[config.mk]
export PLATFORM = sky130hd
export DESIGN_NAME = branch_recovery_top
export DESIGN_NICKNAME = d
export VERILOG_FILES = /design/src/logic/branch_tag_pkg.sv /design/src/logic/checkpoint_pkg.sv /design/src/logic/tag_allocator.sv /design/src/logic/branch_stack.sv /design/src/logic/recovery_unit.sv /design/src/logic/branch_recovery_top.sv
export SDC_FILE = /design/constraint.sdc
export NUM_CORES = 1
export LEC_CHECK = 0
export BUFFER_PORTS_ARGS = -buffer_cell sky130_fd_sc_hd__buf_2
export CAP_MARGIN = 20
export CORE_MARGIN = 2
export CORE_UTILIZATION = 29
export CTS_CLUSTER_DIAMETER = 120
export DETAILED_ROUTE_END_ITERATION = 12
export PLACE_DENSITY = 0.55
export SYNTH_ARGS = -nofsm -noshare
export SYNTH_HDL_FRONTEND = slang
export SYNTH_SLANG_ARGS = --single-unit
export TNS_END_PERCENT = 100
[constraint.sdc]
create_clock -name clock -period 12.85 [get_ports clock]
set_input_delay 0.6425 -clock clock [delete_from_list [all_inputs] [get_ports clock]]
set_output_delay 0.6425 -clock clock [all_outputs]
set_load 0.005 [all_outputs]
[src/logic/branch_tag_pkg.sv]
`default_nettype none

package branch_tag_pkg;

    // Number of branches that may be in flight at once
    localparam int num_branch_tags = 4;

    // Width of a tag index into the branch stack
    localparam int tag_width = 2;

    // One bit per tag, used for busy sets and dependence masks
    typedef logic [num_branch_tags-1:0] branch_mask_t;

    // Index of a single branch tag
    typedef logic [tag_width-1:0] branch_tag_t;

    // Result reported by the completion stage for a branch
    typedef enum logic {
        resolve_correct    = 1'b0,
        resolve_mispredict = 1'b1
    } resolve_outcome_e;

endpackage

`default_nettype wire

[src/logic/checkpoint_pkg.sv]
`default_nettype none

package checkpoint_pkg;

    localparam int pc_width            = 32;
    localparam int rob_index_width     = 5;
    localparam int num_phys_regs       = 32;
    localparam int num_arch_regs       = 8;
    localparam int phys_reg_idx_width  = $clog2(num_phys_regs);

    typedef logic [pc_width-1:0]           pc_t;
    typedef logic [rob_index_width-1:0]    rob_index_t;

    // One bit per physical register, set when the register is free
    typedef logic [num_phys_regs-1:0]      free_list_t;

    typedef logic [phys_reg_idx_width-1:0] phys_reg_idx_t;

    // Architectural to physical mapping, 8 entries of 5 bits
    typedef phys_reg_idx_t [num_arch_regs-1:0] map_table_t;

endpackage

`default_nettype wire

[src/logic/tag_allocator.sv]
`timescale 1ns/100ps
`default_nettype none

module tag_allocator
    import branch_tag_pkg::*;
(
    input  wire logic         clock,
    input  wire logic         reset,
    input  wire logic         branch_valid,
    input  wire branch_mask_t clear_mask,
    input  wire logic         kill,
    output logic              branch_ready,
    output logic              grant,
    output branch_tag_t       grant_tag,
    output branch_mask_t      dispatch_mask,
    output branch_mask_t      live_mask
);

    branch_mask_t busy;
    branch_mask_t surviving;
    branch_mask_t grant_onehot;
    branch_tag_t  lowest_free;
    logic         any_free;

    // Tags released this cycle no longer count as busy
    assign surviving = busy & ~clear_mask;

    // Lowest zero bit of the surviving set
    always_comb begin
        lowest_free = '0;
        for (int i = num_branch_tags - 1; i >= 0; i--) begin
            if (!surviving[i]) begin
                lowest_free = branch_tag_t'(i);
            end
        end
    end

    // Readiness follows the registered busy set
    assign any_free = ~&busy;

    // No allocation while a mispredict is being recovered
    assign branch_ready = any_free && !kill;
    assign grant        = branch_valid && branch_ready;

    assign grant_tag     = lowest_free;
    assign dispatch_mask = surviving;
    assign live_mask     = busy;

    always_comb begin
        grant_onehot = '0;
        if (grant) begin
            grant_onehot[grant_tag] = 1'b1;
        end
    end

    always_ff @(posedge clock) begin
        if (reset) begin
            busy <= '0;
        end else begin
            busy <= surviving | grant_onehot;
        end
    end

endmodule

`default_nettype wire

[src/logic/branch_stack.sv]
`timescale 1ns/100ps
`default_nettype none

module branch_stack
    import branch_tag_pkg::*, checkpoint_pkg::*;
(
    input  wire logic             clock,
    input  wire logic             reset,
    input  wire logic             grant,
    input  wire branch_tag_t      grant_tag,
    input  wire branch_mask_t     dispatch_mask,
    input  wire branch_mask_t     live_mask,
    input  wire pc_t              snap_pc,
    input  wire rob_index_t       snap_rob_tail,
    input  wire free_list_t       snap_free_list,
    input  wire map_table_t       snap_map_table,
    input  wire logic             resolve_valid,
    input  wire branch_tag_t      resolve_tag,
    input  wire resolve_outcome_e resolve_outcome,
    output branch_mask_t          clear_mask,
    output logic                  kill,
    output branch_mask_t          killed_mask,
    output pc_t                   sel_pc,
    output rob_index_t            sel_rob_tail,
    output free_list_t            sel_free_list,
    output map_table_t            sel_map_table
);

    pc_t          entry_pc        [num_branch_tags];
    rob_index_t   entry_rob_tail  [num_branch_tags];
    free_list_t   entry_free_list [num_branch_tags];
    map_table_t   entry_map_table [num_branch_tags];
    branch_mask_t entry_dep       [num_branch_tags];

    logic         resolve_hit;
    logic         correct;
    logic         mispredict;
    logic         recovering;
    branch_mask_t resolved_bit;
    branch_mask_t descendants;

    // A resolve of a free tag is ignored
    assign resolve_hit = resolve_valid && live_mask[resolve_tag];
    assign correct     = resolve_hit && (resolve_outcome == resolve_correct);

    // A second mispredict right behind a recovery is dropped so the
    // restore broadcast stays a single-cycle pulse
    assign mispredict  = resolve_hit && (resolve_outcome == resolve_mispredict) && !recovering;

    always_comb begin
        resolved_bit = '0;
        descendants  = '0;
        if (resolve_hit) begin
            resolved_bit[resolve_tag] = 1'b1;
        end
        // Live branches dispatched under the resolving one
        for (int i = 0; i < num_branch_tags; i++) begin
            descendants[i] = live_mask[i] && entry_dep[i][resolve_tag];
        end
    end

    always_comb begin
        if (mispredict) begin
            clear_mask = resolved_bit | descendants;
        end else if (correct) begin
            clear_mask = resolved_bit;
        end else begin
            clear_mask = '0;
        end
    end

    assign kill        = mispredict;
    assign killed_mask = kill ? clear_mask : '0;

    // Checkpoint of the resolving branch
    assign sel_pc        = entry_pc[resolve_tag];
    assign sel_rob_tail  = entry_rob_tail[resolve_tag];
    assign sel_free_list = entry_free_list[resolve_tag];
    assign sel_map_table = entry_map_table[resolve_tag];

    always_ff @(posedge clock) begin
        if (reset) begin
            recovering <= 1'b0;
            for (int i = 0; i < num_branch_tags; i++) begin
                entry_pc[i]        <= '0;
                entry_rob_tail[i]  <= '0;
                entry_free_list[i] <= '0;
                entry_map_table[i] <= '0;
                entry_dep[i]       <= '0;
            end
        end else begin
            recovering <= mispredict;
            for (int i = 0; i < num_branch_tags; i++) begin
                if (grant && (grant_tag == branch_tag_t'(i))) begin
                    entry_pc[i]        <= snap_pc;
                    entry_rob_tail[i]  <= snap_rob_tail;
                    entry_free_list[i] <= snap_free_list;
                    entry_map_table[i] <= snap_map_table;
                    entry_dep[i]       <= dispatch_mask;
                end else if (clear_mask[i]) begin
                    entry_pc[i]        <= '0;
                    entry_rob_tail[i]  <= '0;
                    entry_free_list[i] <= '0;
                    entry_map_table[i] <= '0;
                    entry_dep[i]       <= '0;
                end else begin
                    // Survivors forget released branches
                    entry_dep[i] <= entry_dep[i] & ~clear_mask;
                end
            end
        end
    end

endmodule

`default_nettype wire

[src/logic/recovery_unit.sv]
`timescale 1ns/100ps
`default_nettype none

module recovery_unit
    import branch_tag_pkg::*, checkpoint_pkg::*;
(
    input  wire logic         clock,
    input  wire logic         reset,
    input  wire logic         kill,
    input  wire branch_mask_t killed_mask,
    input  wire pc_t          sel_pc,
    input  wire rob_index_t   sel_rob_tail,
    input  wire free_list_t   sel_free_list,
    input  wire map_table_t   sel_map_table,
    output logic              restore_valid,
    output pc_t               restore_pc,
    output rob_index_t        restore_rob_tail,
    output free_list_t        restore_free_list,
    output map_table_t        restore_map_table,
    output branch_mask_t      squash_mask
);

    // One-cycle broadcast of the checkpoint taken at the kill
    always_ff @(posedge clock) begin
        if (reset) begin
            restore_valid     <= 1'b0;
            restore_pc        <= '0;
            restore_rob_tail  <= '0;
            restore_free_list <= '0;
            restore_map_table <= '0;
            squash_mask       <= '0;
        end else begin
            restore_valid <= kill;
            if (kill) begin
                restore_pc        <= sel_pc;
                restore_rob_tail  <= sel_rob_tail;
                restore_free_list <= sel_free_list;
                restore_map_table <= sel_map_table;
                squash_mask       <= killed_mask;
            end else begin
                // Data returns to zero between broadcasts
                restore_pc        <= '0;
                restore_rob_tail  <= '0;
                restore_free_list <= '0;
                restore_map_table <= '0;
                squash_mask       <= '0;
            end
        end
    end

endmodule

`default_nettype wire

[src/logic/branch_recovery_top.sv]
`timescale 1ns/100ps
`default_nettype none

module branch_recovery_top
    import branch_tag_pkg::*, checkpoint_pkg::*;
(
    input  wire logic             clock,
    input  wire logic             reset,
    // Dispatch
    input  wire logic             branch_valid,
    input  wire pc_t              snap_pc,
    input  wire rob_index_t       snap_rob_tail,
    input  wire free_list_t       snap_free_list,
    input  wire map_table_t       snap_map_table,
    output logic                  branch_ready,
    output branch_tag_t           alloc_tag,
    output branch_mask_t          dispatch_mask,
    output branch_mask_t          live_mask,
    // Resolve
    input  wire logic             resolve_valid,
    input  wire branch_tag_t      resolve_tag,
    input  wire resolve_outcome_e resolve_outcome,
    // Restore broadcast
    output logic                  restore_valid,
    output pc_t                   restore_pc,
    output rob_index_t            restore_rob_tail,
    output free_list_t            restore_free_list,
    output map_table_t            restore_map_table,
    output branch_mask_t          squash_mask
);

    logic         grant;
    logic         kill;
    branch_mask_t clear_mask;
    branch_mask_t killed_mask;
    pc_t          sel_pc;
    rob_index_t   sel_rob_tail;
    free_list_t   sel_free_list;
    map_table_t   sel_map_table;

    tag_allocator u_tag_allocator (
        .clock         (clock),
        .reset         (reset),
        .branch_valid  (branch_valid),
        .clear_mask    (clear_mask),
        .kill          (kill),
        .branch_ready  (branch_ready),
        .grant         (grant),
        .grant_tag     (alloc_tag),
        .dispatch_mask (dispatch_mask),
        .live_mask     (live_mask)
    );

    branch_stack u_branch_stack (
        .clock           (clock),
        .reset           (reset),
        .grant           (grant),
        .grant_tag       (alloc_tag),
        .dispatch_mask   (dispatch_mask),
        .live_mask       (live_mask),
        .snap_pc         (snap_pc),
        .snap_rob_tail   (snap_rob_tail),
        .snap_free_list  (snap_free_list),
        .snap_map_table  (snap_map_table),
        .resolve_valid   (resolve_valid),
        .resolve_tag     (resolve_tag),
        .resolve_outcome (resolve_outcome),
        .clear_mask      (clear_mask),
        .kill            (kill),
        .killed_mask     (killed_mask),
        .sel_pc          (sel_pc),
        .sel_rob_tail    (sel_rob_tail),
        .sel_free_list   (sel_free_list),
        .sel_map_table   (sel_map_table)
    );

    recovery_unit u_recovery_unit (
        .clock             (clock),
        .reset             (reset),
        .kill              (kill),
        .killed_mask       (killed_mask),
        .sel_pc            (sel_pc),
        .sel_rob_tail      (sel_rob_tail),
        .sel_free_list     (sel_free_list),
        .sel_map_table     (sel_map_table),
        .restore_valid     (restore_valid),
        .restore_pc        (restore_pc),
        .restore_rob_tail  (restore_rob_tail),
        .restore_free_list (restore_free_list),
        .restore_map_table (restore_map_table),
        .squash_mask       (squash_mask)
    );

endmodule

`default_nettype wire

* Word level (Yosys, flattened, before mapping) *
Memories as Yosys holds them, arrays and structs flattened. A register that Yosys moved wholly into a read port is not among the register bits.
Index checks and enable logic that the tools add are counted.

storage, ports and cells
  bits in registers = 9
  memory bits (writable) = 452
  input bits = 116
  output and inout bits = 125
  word-level logic and storage cells = 203
  memories kept = 5

cells by class
  $lt $le $gt $ge = 4
  equal/unequal tests = 3
  mux-type cells = 112
  bitwise logic cells = 54
  reduce and logical (&&, ||, !) cells = 22

memory list
  name                            words  bits a word  rd ports  clocked after Yosys merged registers in  wr ports  line                text
  u_branch_stack.entry_map_table  4      40           1         1                                        4         branch_stack.sv:32  map_table_t entry_map_table [num_branch_tags];
  u_branch_stack.entry_free_list  4      32           1         1                                        4         branch_stack.sv:31  free_list_t entry_free_list [num_branch_tags];
  u_branch_stack.entry_pc         4      32           1         1                                        4         branch_stack.sv:29  pc_t entry_pc [num_branch_tags];
  u_branch_stack.entry_rob_tail   4      5            1         1                                        4         branch_stack.sv:30  rob_index_t entry_rob_tail [num_branch_tags];
  u_branch_stack.entry_dep        4      4            4         0                                        4         branch_stack.sv:33  branch_mask_t entry_dep [num_branch_tags];

operators by type and width
  cell                number
  $mux 32             16
  $mux 40             8
  $mux 4              16
  $mux 1              53
  $or 1x1->1          44
  $mux 5              8
  $and 4x4->4         5
  $logic_and 1x1->1   16
  $bmux 1 s2          5
  $mux 2              4
  $or 4x4->4          2
  $lt 2x3->1 const B  2
  $demux 1 s2         2
  $eq 2x2->1 const B  2
  $ge 2x1->1 const B  2
  $not 4->4           1
  $reduce_and 4->1    1
  $logic_not 1->1     3
  $eq 2x1->1 const B  1
  $logic_not 2->1     1
  $not 1->1           2
  $reduce_or 2->1     1

* Logic depth before layout (Yosys ltp) *
Gate-level depths: netlist of run 1.

  word-level depth = 21
  gate-level depth with buffers = 11
  gate-level depth less buffers = 7

* By module *
From an unflattened synthesis of run 1, not the netlist that was laid out.

unflattened totals
  cells, all modules = 1430
  area, all modules = 23297.3 um^2

modules (own cells, without submodules)
  module         times used  cells an instance  area each (um^2)  sequential area each (um^2)
  branch_stack   1           1151               19540.0           13472.9
  recovery_unit  1           252                3507.1            2282.2
  tag_allocator  1           27                 250.2             80.1

* Worst setup path after synthesis of run 1 *
Ideal clock, no wire load.

  path kind = in2reg
  start point = in resolve_tag[0]
  end point = mem u_branch_stack.entry_dep[0][1] in the netlist's numbering, data pin
  setup time = 0.500 ns
  data arrival time = 6.995 ns
  data required time = 12.350 ns
  path slack = 5.354 ns
  stages on the path = 8
  buffers on the path = 1
  cell sequence = buf_4 mux4_2 nand2_2 a21o_1 nand2_1 inv_1 o21ai_1 o32ai_1

RTL lines
  element          line                       text
  start, declared  branch_recovery_top.sv:21  input wire branch_tag_t resolve_tag,
  end, declared    branch_stack.sv:33

==> results.md, run 1 <==
* CTS tree: yes
* Share of layout cells above drive strength 1 at 29.1%
* HP Class: input pin to flip-flop
* WHS at ~340 ps
* Die area at 81900 µm²
* Vias in the first global route at 13900
* Post-CTS setup buffers at 0
* Total GRT Usage at 14.6%
* Via count at 12800
* Slew @ Worst Pin at 1160 ps
* ANT nets after route at 0
* # resized after CTS at 0
* Clk_lat worst skew at 610 ps
* Max_slew headroom at 22.5%
* Rows at slightly above 100
* Initial antenna violation count at 13
* Crit path capture type: flip-flop
* Hold depth at 2
* DRC violation count after routing at 0
* Reg clk slew, reported paths at 60 ps
* Max Slew Vio Count at 0
* DP HPWL at 32100 µm
* DR iter-0 viols at 692
* Most frequent cells in the layout: 449 x edfxtp_1, 442 x and2_1, 238 x buf_2
* Grt total ovfl at 0
* Sequential area share after synthesis at 68.6%
* Crit Path Class: input pin to flip-flop
* Hold path start: snap_map_table[25]
* Post-synth ARST share at 0%
* Die height at 286 µm
* Number of synthesized flops with an enable pin at 449
* CP Max Fanout at 74
* Minimum clock period at 4630 ps
* Peak VDD IR at roughly 0.00008 V
* Drt first pass iters at 5
* Post-DR vias/cell at 4.63
* CTS sink cnt at about 570
* RSZ-0062 raised after global routing: no
* PD cells at 154 nW/µm²
* Setup Skew at about 28 ps
* CTS H-tree depth at 3
* Die span in x at 286 µm
* P_leak at around 10 nW
* Distinct cells, synth at 53
* Period utilization at a little over a third
* CP required at 13070 ps
* Reg2Reg Launch Point: u_tag_allocator.live_mask[3]
* Max-cap viol count at 0
* Final setup fails at 0
* Syn Area/Cell at 16.2 µm²
* Placer Congestion at 0.714
* # hold bufs at CTS at 0
* Global-route wire length before repair at 89000 µm
* Worst R2R Setup Slack at 8430 ps
* RR Endpoint: u_branch_stack.entry_free_list[3][7]
* Final hold violations at 0
* Num ports at about 240
* Critical path origin: resolve_tag[1]
* Setup_tns at 0 ps
* Commonest non-fill, non-tap cell in the layout: edfxtp_1
* Primary FF master, synth: edfxtp_1
* WHS Endpoint: u_branch_stack.entry_map_table[3][25]
* WL per Instance at 21.5 µm
* Starting Density at 29.3%
* Status: finished, final reports clean
* Clock Path Buffers at 3
* Post-synthesis cell area at around 23000 µm²
* Fmax at 216 MHz
* WL final at 59700 µm
* Total CTS buffers at 67
* Final net count at 1779
* FF+latch count, synth at 567
* Worst path arrival time at 4850 ps
* Mapped Cells at 1423
* Warnings, synthesis at 0
* Clock root cell: clkbuf_16
* Largest net degree at the start of global routing at 85
* P&R area growth vs syn at 19.5%
* Startpoint types: input pin
* Core area at 78900 µm²
* I/O Buffers at 240
* Worst reg2reg path depth at 8
[state kept, by name, summed over array words and instances (netlist names), 4 cells and up]
register,cells
u_branch_stack.entry_map_table,160
u_recovery_unit.restore_rob_tail,5
u_recovery_unit.squash_mask,4
u_branch_stack.entry_rob_tail,20
u_recovery_unit.restore_free_list,32
u_branch_stack.entry_pc,128
u_branch_stack.entry_dep,13
u_recovery_unit.restore_pc,32
u_recovery_unit.restore_map_table,40
u_branch_stack.entry_free_list,128
u_tag_allocator.live_mask,4
[critical path, stage by stage]
cell and delay (ps):
buf_6 650, mux4_2 450, nand2_2 180, a21o_1 100, nand2_1 330, nor4_2 530
or3_4 550, buf_4 710, buf_4 620
[power by group]
part / switching [W] / internal (W) / total [W]
sequential: 0.0000227 / 0.00207 / 0.00210
combinational: 0.000146 / 0.0000978 / 0.000244
clock: 0.000764 / 0.00115 / 0.00191
total: 0.000933 / 0.00332 / 0.00425
[final cells by class]
class | instances | area [µm²]
sequential | 567 | 15800
timing repair buffer | 262 | 1410
antenna | 3 | 7.51
clock inverter | 27 | 278
tap | 1050 | 1310
clock buffer | 96 | 1950
inverter | 8 | 41.3
multi-input combinational | 757 | 6750
fill | 7636 | 51300
[synth_stat cells, types with 2 or more instances]
cell type,count,share of area [%]
o32ai_1,2,0.076
and3_1,2,0.054
a21oi_1,7,0.15
and2_1,442,12
or2_2,2,0.054
a31oi_2,2,0.11
o21ai_0,2,0.043
nand2_1,5,0.081
nor2b_1,3,0.081
nor2_1,9,0.15
a21o_1,2,0.065
buf_1,2,0.033
buf_4,6,0.20
o211ai_1,4,0.13
a32o_1,3,0.13
edfxtp_1,449,58
clkbuf_1,58,0.94
buf_6,16,0.78
nand3_1,5,0.11
inv_2,2,0.033
nor3b_1,111,3.6
buf_2,13,0.28
mux4_2,111,11
o21bai_1,3,0.098
or3_1,2,0.054
inv_1,6,0.098
clkbuf_2,8,0.17
dfxtp_1,118,10
a31o_2,4,0.15
[stage by stage]
step | util, % | power [W] | area, µm² | std cells | setup slack [ps]
global route | 35.0 | 0.00441 | 27600 | 2768 | 7910
finish | 35.0 | 0.00425 | 27600 | 2770 | 8220
CTS | 34.9 | 0.00431 | 27500 | 2765 | 8160
floorplan | - | 0.00229 | 23100 | 1435 | 5350
global placement | 32.1 | 0.00238 | 25300 | 2642 | 7560
detailed placement | 32.1 | 0.00238 | 25300 | 2642 | 7490
[worst max-delay path by stage]
stage | cells after the start | slack (ps) | end
6_report | 9 | 8220 | u_branch_stack.entry_free_list[3][7]
5_1_grt | 9 | 7910 | u_branch_stack.entry_map_table[3][16]
4_1_cts | 9 | 8160 | u_branch_stack.entry_free_list[3][7]
3_5_place_dp | 9 | 7490 | u_branch_stack.entry_free_list[3][11]
3_3_place_gp | 9 | 7560 | u_branch_stack.entry_free_list[3][13]
2_1_floorplan | 8 | 5350 | u_branch_stack.entry_dep[0][1]
[kinds of logic after synthesis]
logic type      count (synthesis)  share of synthesized area [%]
simple gates                  595                           16.7
flops                         567                           68.6
mux                           111                           10.8
buf+inv                       111                           2.54
compound gates                 38                           1.28
other cells                     1                         0.0162
[routing by layer]
layer / up-vias / wire length, µm / GRT usage [%]
met3: 99 / 3320 / 3.40
met2: 343 / 29500 / 24.4
met5: - / 115 / 0
met1: 6652 / 25600 / 18.8
li1: 5702 / - / -
met4: 18 / 1150 / 4.45
Power figures use the tool's default switching activity.
==> run 2: changes to the inputs <==
--- a/config.mk
+++ b/config.mk
@@ -11,7 +11,7 @@
 export CORE_UTILIZATION = 29
 export CTS_CLUSTER_DIAMETER = 120
 export DETAILED_ROUTE_END_ITERATION = 12
-export PLACE_DENSITY = 0.55
+export PLACE_DENSITY = 0.57
 export SYNTH_ARGS = -nofsm -noshare
 export SYNTH_HDL_FRONTEND = slang
 export SYNTH_SLANG_ARGS = --single-unit
==> constraint.sdc (replaced) <==
create_clock -name clock -period 3.9 [get_ports clock]
set_input_delay 0.195 -clock clock [delete_from_list [all_inputs] [get_ports clock]]
set_output_delay 0.195 -clock clock [all_outputs]
set_load 0.005 [all_outputs]
==> run 2 against run 1 <==
Compared with the run above: sequential share of layout area shrank 2.3 points; routed wire length grew 0.31%; register-to-register slack lost 7700 ps; critical path depth shrank 1; first-iteration DRC count grew 25%; clock skew shrank 1.2 ps; sequential power grew to 3.3 times the previous value; critical path type is now flip-flop to flip-flop; critical endpoint is now u_branch_stack.entry_free_list[3][21]; highest routed layer unchanged.
==> results.md, run 2 (same netlist as run 1, synthesis figures left out) <==
* Status: finished, final reports clean
* Switching fraction of total power at 21.6% (-0.37 points)
* Max Slew Vio Count at 0 (unchanged)
* Non-filler cells, final at 2878 (+3.9%)
* Die span in x at 286 µm (unchanged)
* PD cells at 479 nW/µm² (+210%)
* Clock root cell: clkbuf_16
* ANT nets after route at 0 (unchanged)
* Post-DR vias/cell at 4.60 (-0.54%)
* WL final at 59900 µm (+0.31%)
* CTS tree: yes
* Slew @ Worst Pin at 1030 ps (-135 ps)
* CP Max Fanout at 61 (-18%)
* Total GRT Usage at 14.5% (-0.14 points)
* Worst path cell trace: mux4_2, nand2_2, a21o_1, nand2_1, inv_1, and4_4, buf_4, and2_1
* P_int at 0.0108 W (+230%)
* Most frequent cells in the layout: 449 x edfxtp_1, 442 x and2_1, 238 x buf_2
* Final Cell Area at 28700 µm² (+4.1%)
* Clk_lat worst skew at 620 ps (about the same)
* FILL cells at 7523 (-1.5%)
* Largest reg by FF count: u_branch_stack.entry_map_table
* Setup_tns at 0 ps (unchanged)
* DP HPWL at 32000 µm (-0.20%)
* I/O Buffers at 240 (unchanged)
* CP max-delay cell: and4_4
* Worst path arrival time at 3660 ps (-1190 ps)
* Initial antenna violation count at 5 (-8)
* Combinational share of power at 6.7% (+1.0 points)
* # resized after CTS at 0 (unchanged)
* Vias in the first global route at 14400 (+3.2%)
* Reg clk slew, reported paths at 60 ps (about the same)
* Dpl cells at 2650 (+0.30%)
* Clock network fraction of design power at 43.1% (-1.9 points)
* Critical path origin: u_tag_allocator.live_mask[3]
* Period utilization at 81.6%
* Fmax at approximately 310 MHz
* WL per Instance at 20.8 µm (-3.5%)
* Via count at 13200 (+3.3%)
* Hold path start: resolve_tag[1]
* Final net count at 1891 (+6.3%)
* Starting Density at 29.3% (unchanged)
* Final hold violations at 0 (unchanged)
* HP Class: input pin to flip-flop
* Max-cap viol count at 0 (unchanged)
* Peak VDD IR at 0.000295 V (+260%)
* Final setup fails at 0 (unchanged)
* RSZ-0062 raised after global routing: no
* Register share of total power at 50.1% (+0.8 points)
* P_leak at 10.9 nW (+4.5%)
* Minimum clock period at 3180 ps
* CP max stage delay at 830 ps (+120 ps)
* Commonest non-fill, non-tap cell in the layout: edfxtp_1
* Placer Congestion at 0.742 (+4.0%)
* Rows at 103 (unchanged)
* Clock Path Buffers at 3 (unchanged)
* DR iter-0 viols at 868 (+25%)
* CP required at 4380 ps (-8690 ps)
* DRC violation count after routing at 0 (unchanged)
* Reg2Reg Launch Point: u_tag_allocator.live_mask[3]
* Biggest regs: u_branch_stack.entry_map_table: 160 flops, u_branch_stack.entry_free_list: 128 flops, u_branch_stack.entry_pc: 128 flops
* Crit Path Class: flip-flop to flip-flop
* Drt first pass iters at 5 (unchanged)
* Max reg flops at 160 (unchanged)
* Crit path capture type: flip-flop
* Largest net degree at the start of global routing at 89 (+4.7%)
* CTS sink cnt at 567 (unchanged)
* WHS at 206 ps (-132 ps)
* Grt total ovfl at 0 (unchanged)
* Die area at 81900 µm² (unchanged)
* Total CTS buffers at 61 (-9.0%)
* Global-route wire length before repair at 89200 µm (+0.26%)
* Setup Skew at 27.1 ps (-1.17 ps)
* Startpoint types: flip-flop
* Switching power at 0.00297 W (+220%)
* Die height at 286 µm (unchanged)
* Num ports at 241 (unchanged)
* CTS H-tree depth at 2 (-1)
* Core area at 78900 µm² (unchanged)
* P&R area growth vs syn at 24.4%
* Share of layout cells above drive strength 1 at 27.5% (-1.6 points)
* Max_slew headroom at 31.5% (+9.0 points)
* Post-DP Area at 25500 µm² (+0.82%)
run 2: path summary, 6_finish.rpt:
check / to / slack [ps] / cells after the start
hold / removal: u_recovery_unit.restore_pc[14] / 210 / 3
setup reg to reg: u_branch_stack.entry_free_list[3][21] / 720 / 8
setup / recovery: u_branch_stack.entry_free_list[3][21] / 720 / 8
hold reg to reg: u_branch_stack.entry_dep[2][2] / 590 / 1
run 2: per-layer routing:
metal / routed length (µm) / part of all wire [%] / GRT usage, % / vias up
met3: 3110 / 5.2 / 2.66 / 87
met5: 68 / 0.11 / 0 / -
met1: 25700 / 43 / 19.0 / 6851
met2: 29800 / 50 / 24.6 / 368
met4: 1150 / 1.9 / 3.69 / 10
li1: - / - / - / 5926
run 2: repair_timing:
action                     4_1_cts  5_1_grt
hold buffers                   112        0
hold endpoints to repair       441        0
buffers inserted                 0        0
setup endpoints to repair        0        0
run 2: final cells by class:
class	count	area, µm²	share of cell area (%)
Sequential cell	567	15800	55.1
Antenna cell	1	2.50	0.00871
Clock inverter	24	272	0.945
Inverter	8	38.8	0.135
Timing Repair Buffer	380	2700	9.39
Tap cell	1050	1310	4.57
Clock buffer	91	1820	6.34
Multi-Input combinational cell	757	6750	23.5
run 2: power by group through the flow:
stage | Sequential [W] | Clock [W] | Combinational (W)
final | 0.00690 | 0.00594 | 0.000925
after global routing | 0.00692 | 0.00632 | 0.00100
after CTS | 0.00690 | 0.00610 | 0.000949
after detailed placement | 0.00703 | 0 | 0.000849
after global placement | 0.00701 | 0 | 0.000844
after floorplan | 0.00701 | 0 | 0.000504
run 2: worst max-delay path, delay by kind of cell, from the launching register on:
kind / cells / cell delay [ps]
AND/OR/NAND/NOR: 4 / 1340
buffers and inverters: 2 / 650
multiplexers: 1 / 540
flip-flops: 1 / 390
AO/OA/AOI/OAI: 1 / 110
run 2: through the flow:
step                total power, W  worst slack, ps  util [%]
floorplan                  0.00751              256         -
finish                      0.0138              718      36.4
CTS                         0.0139              702      36.4
detailed placement         0.00788              632      32.4
global placement           0.00785              675      32.4
global route                0.0142              528      36.4
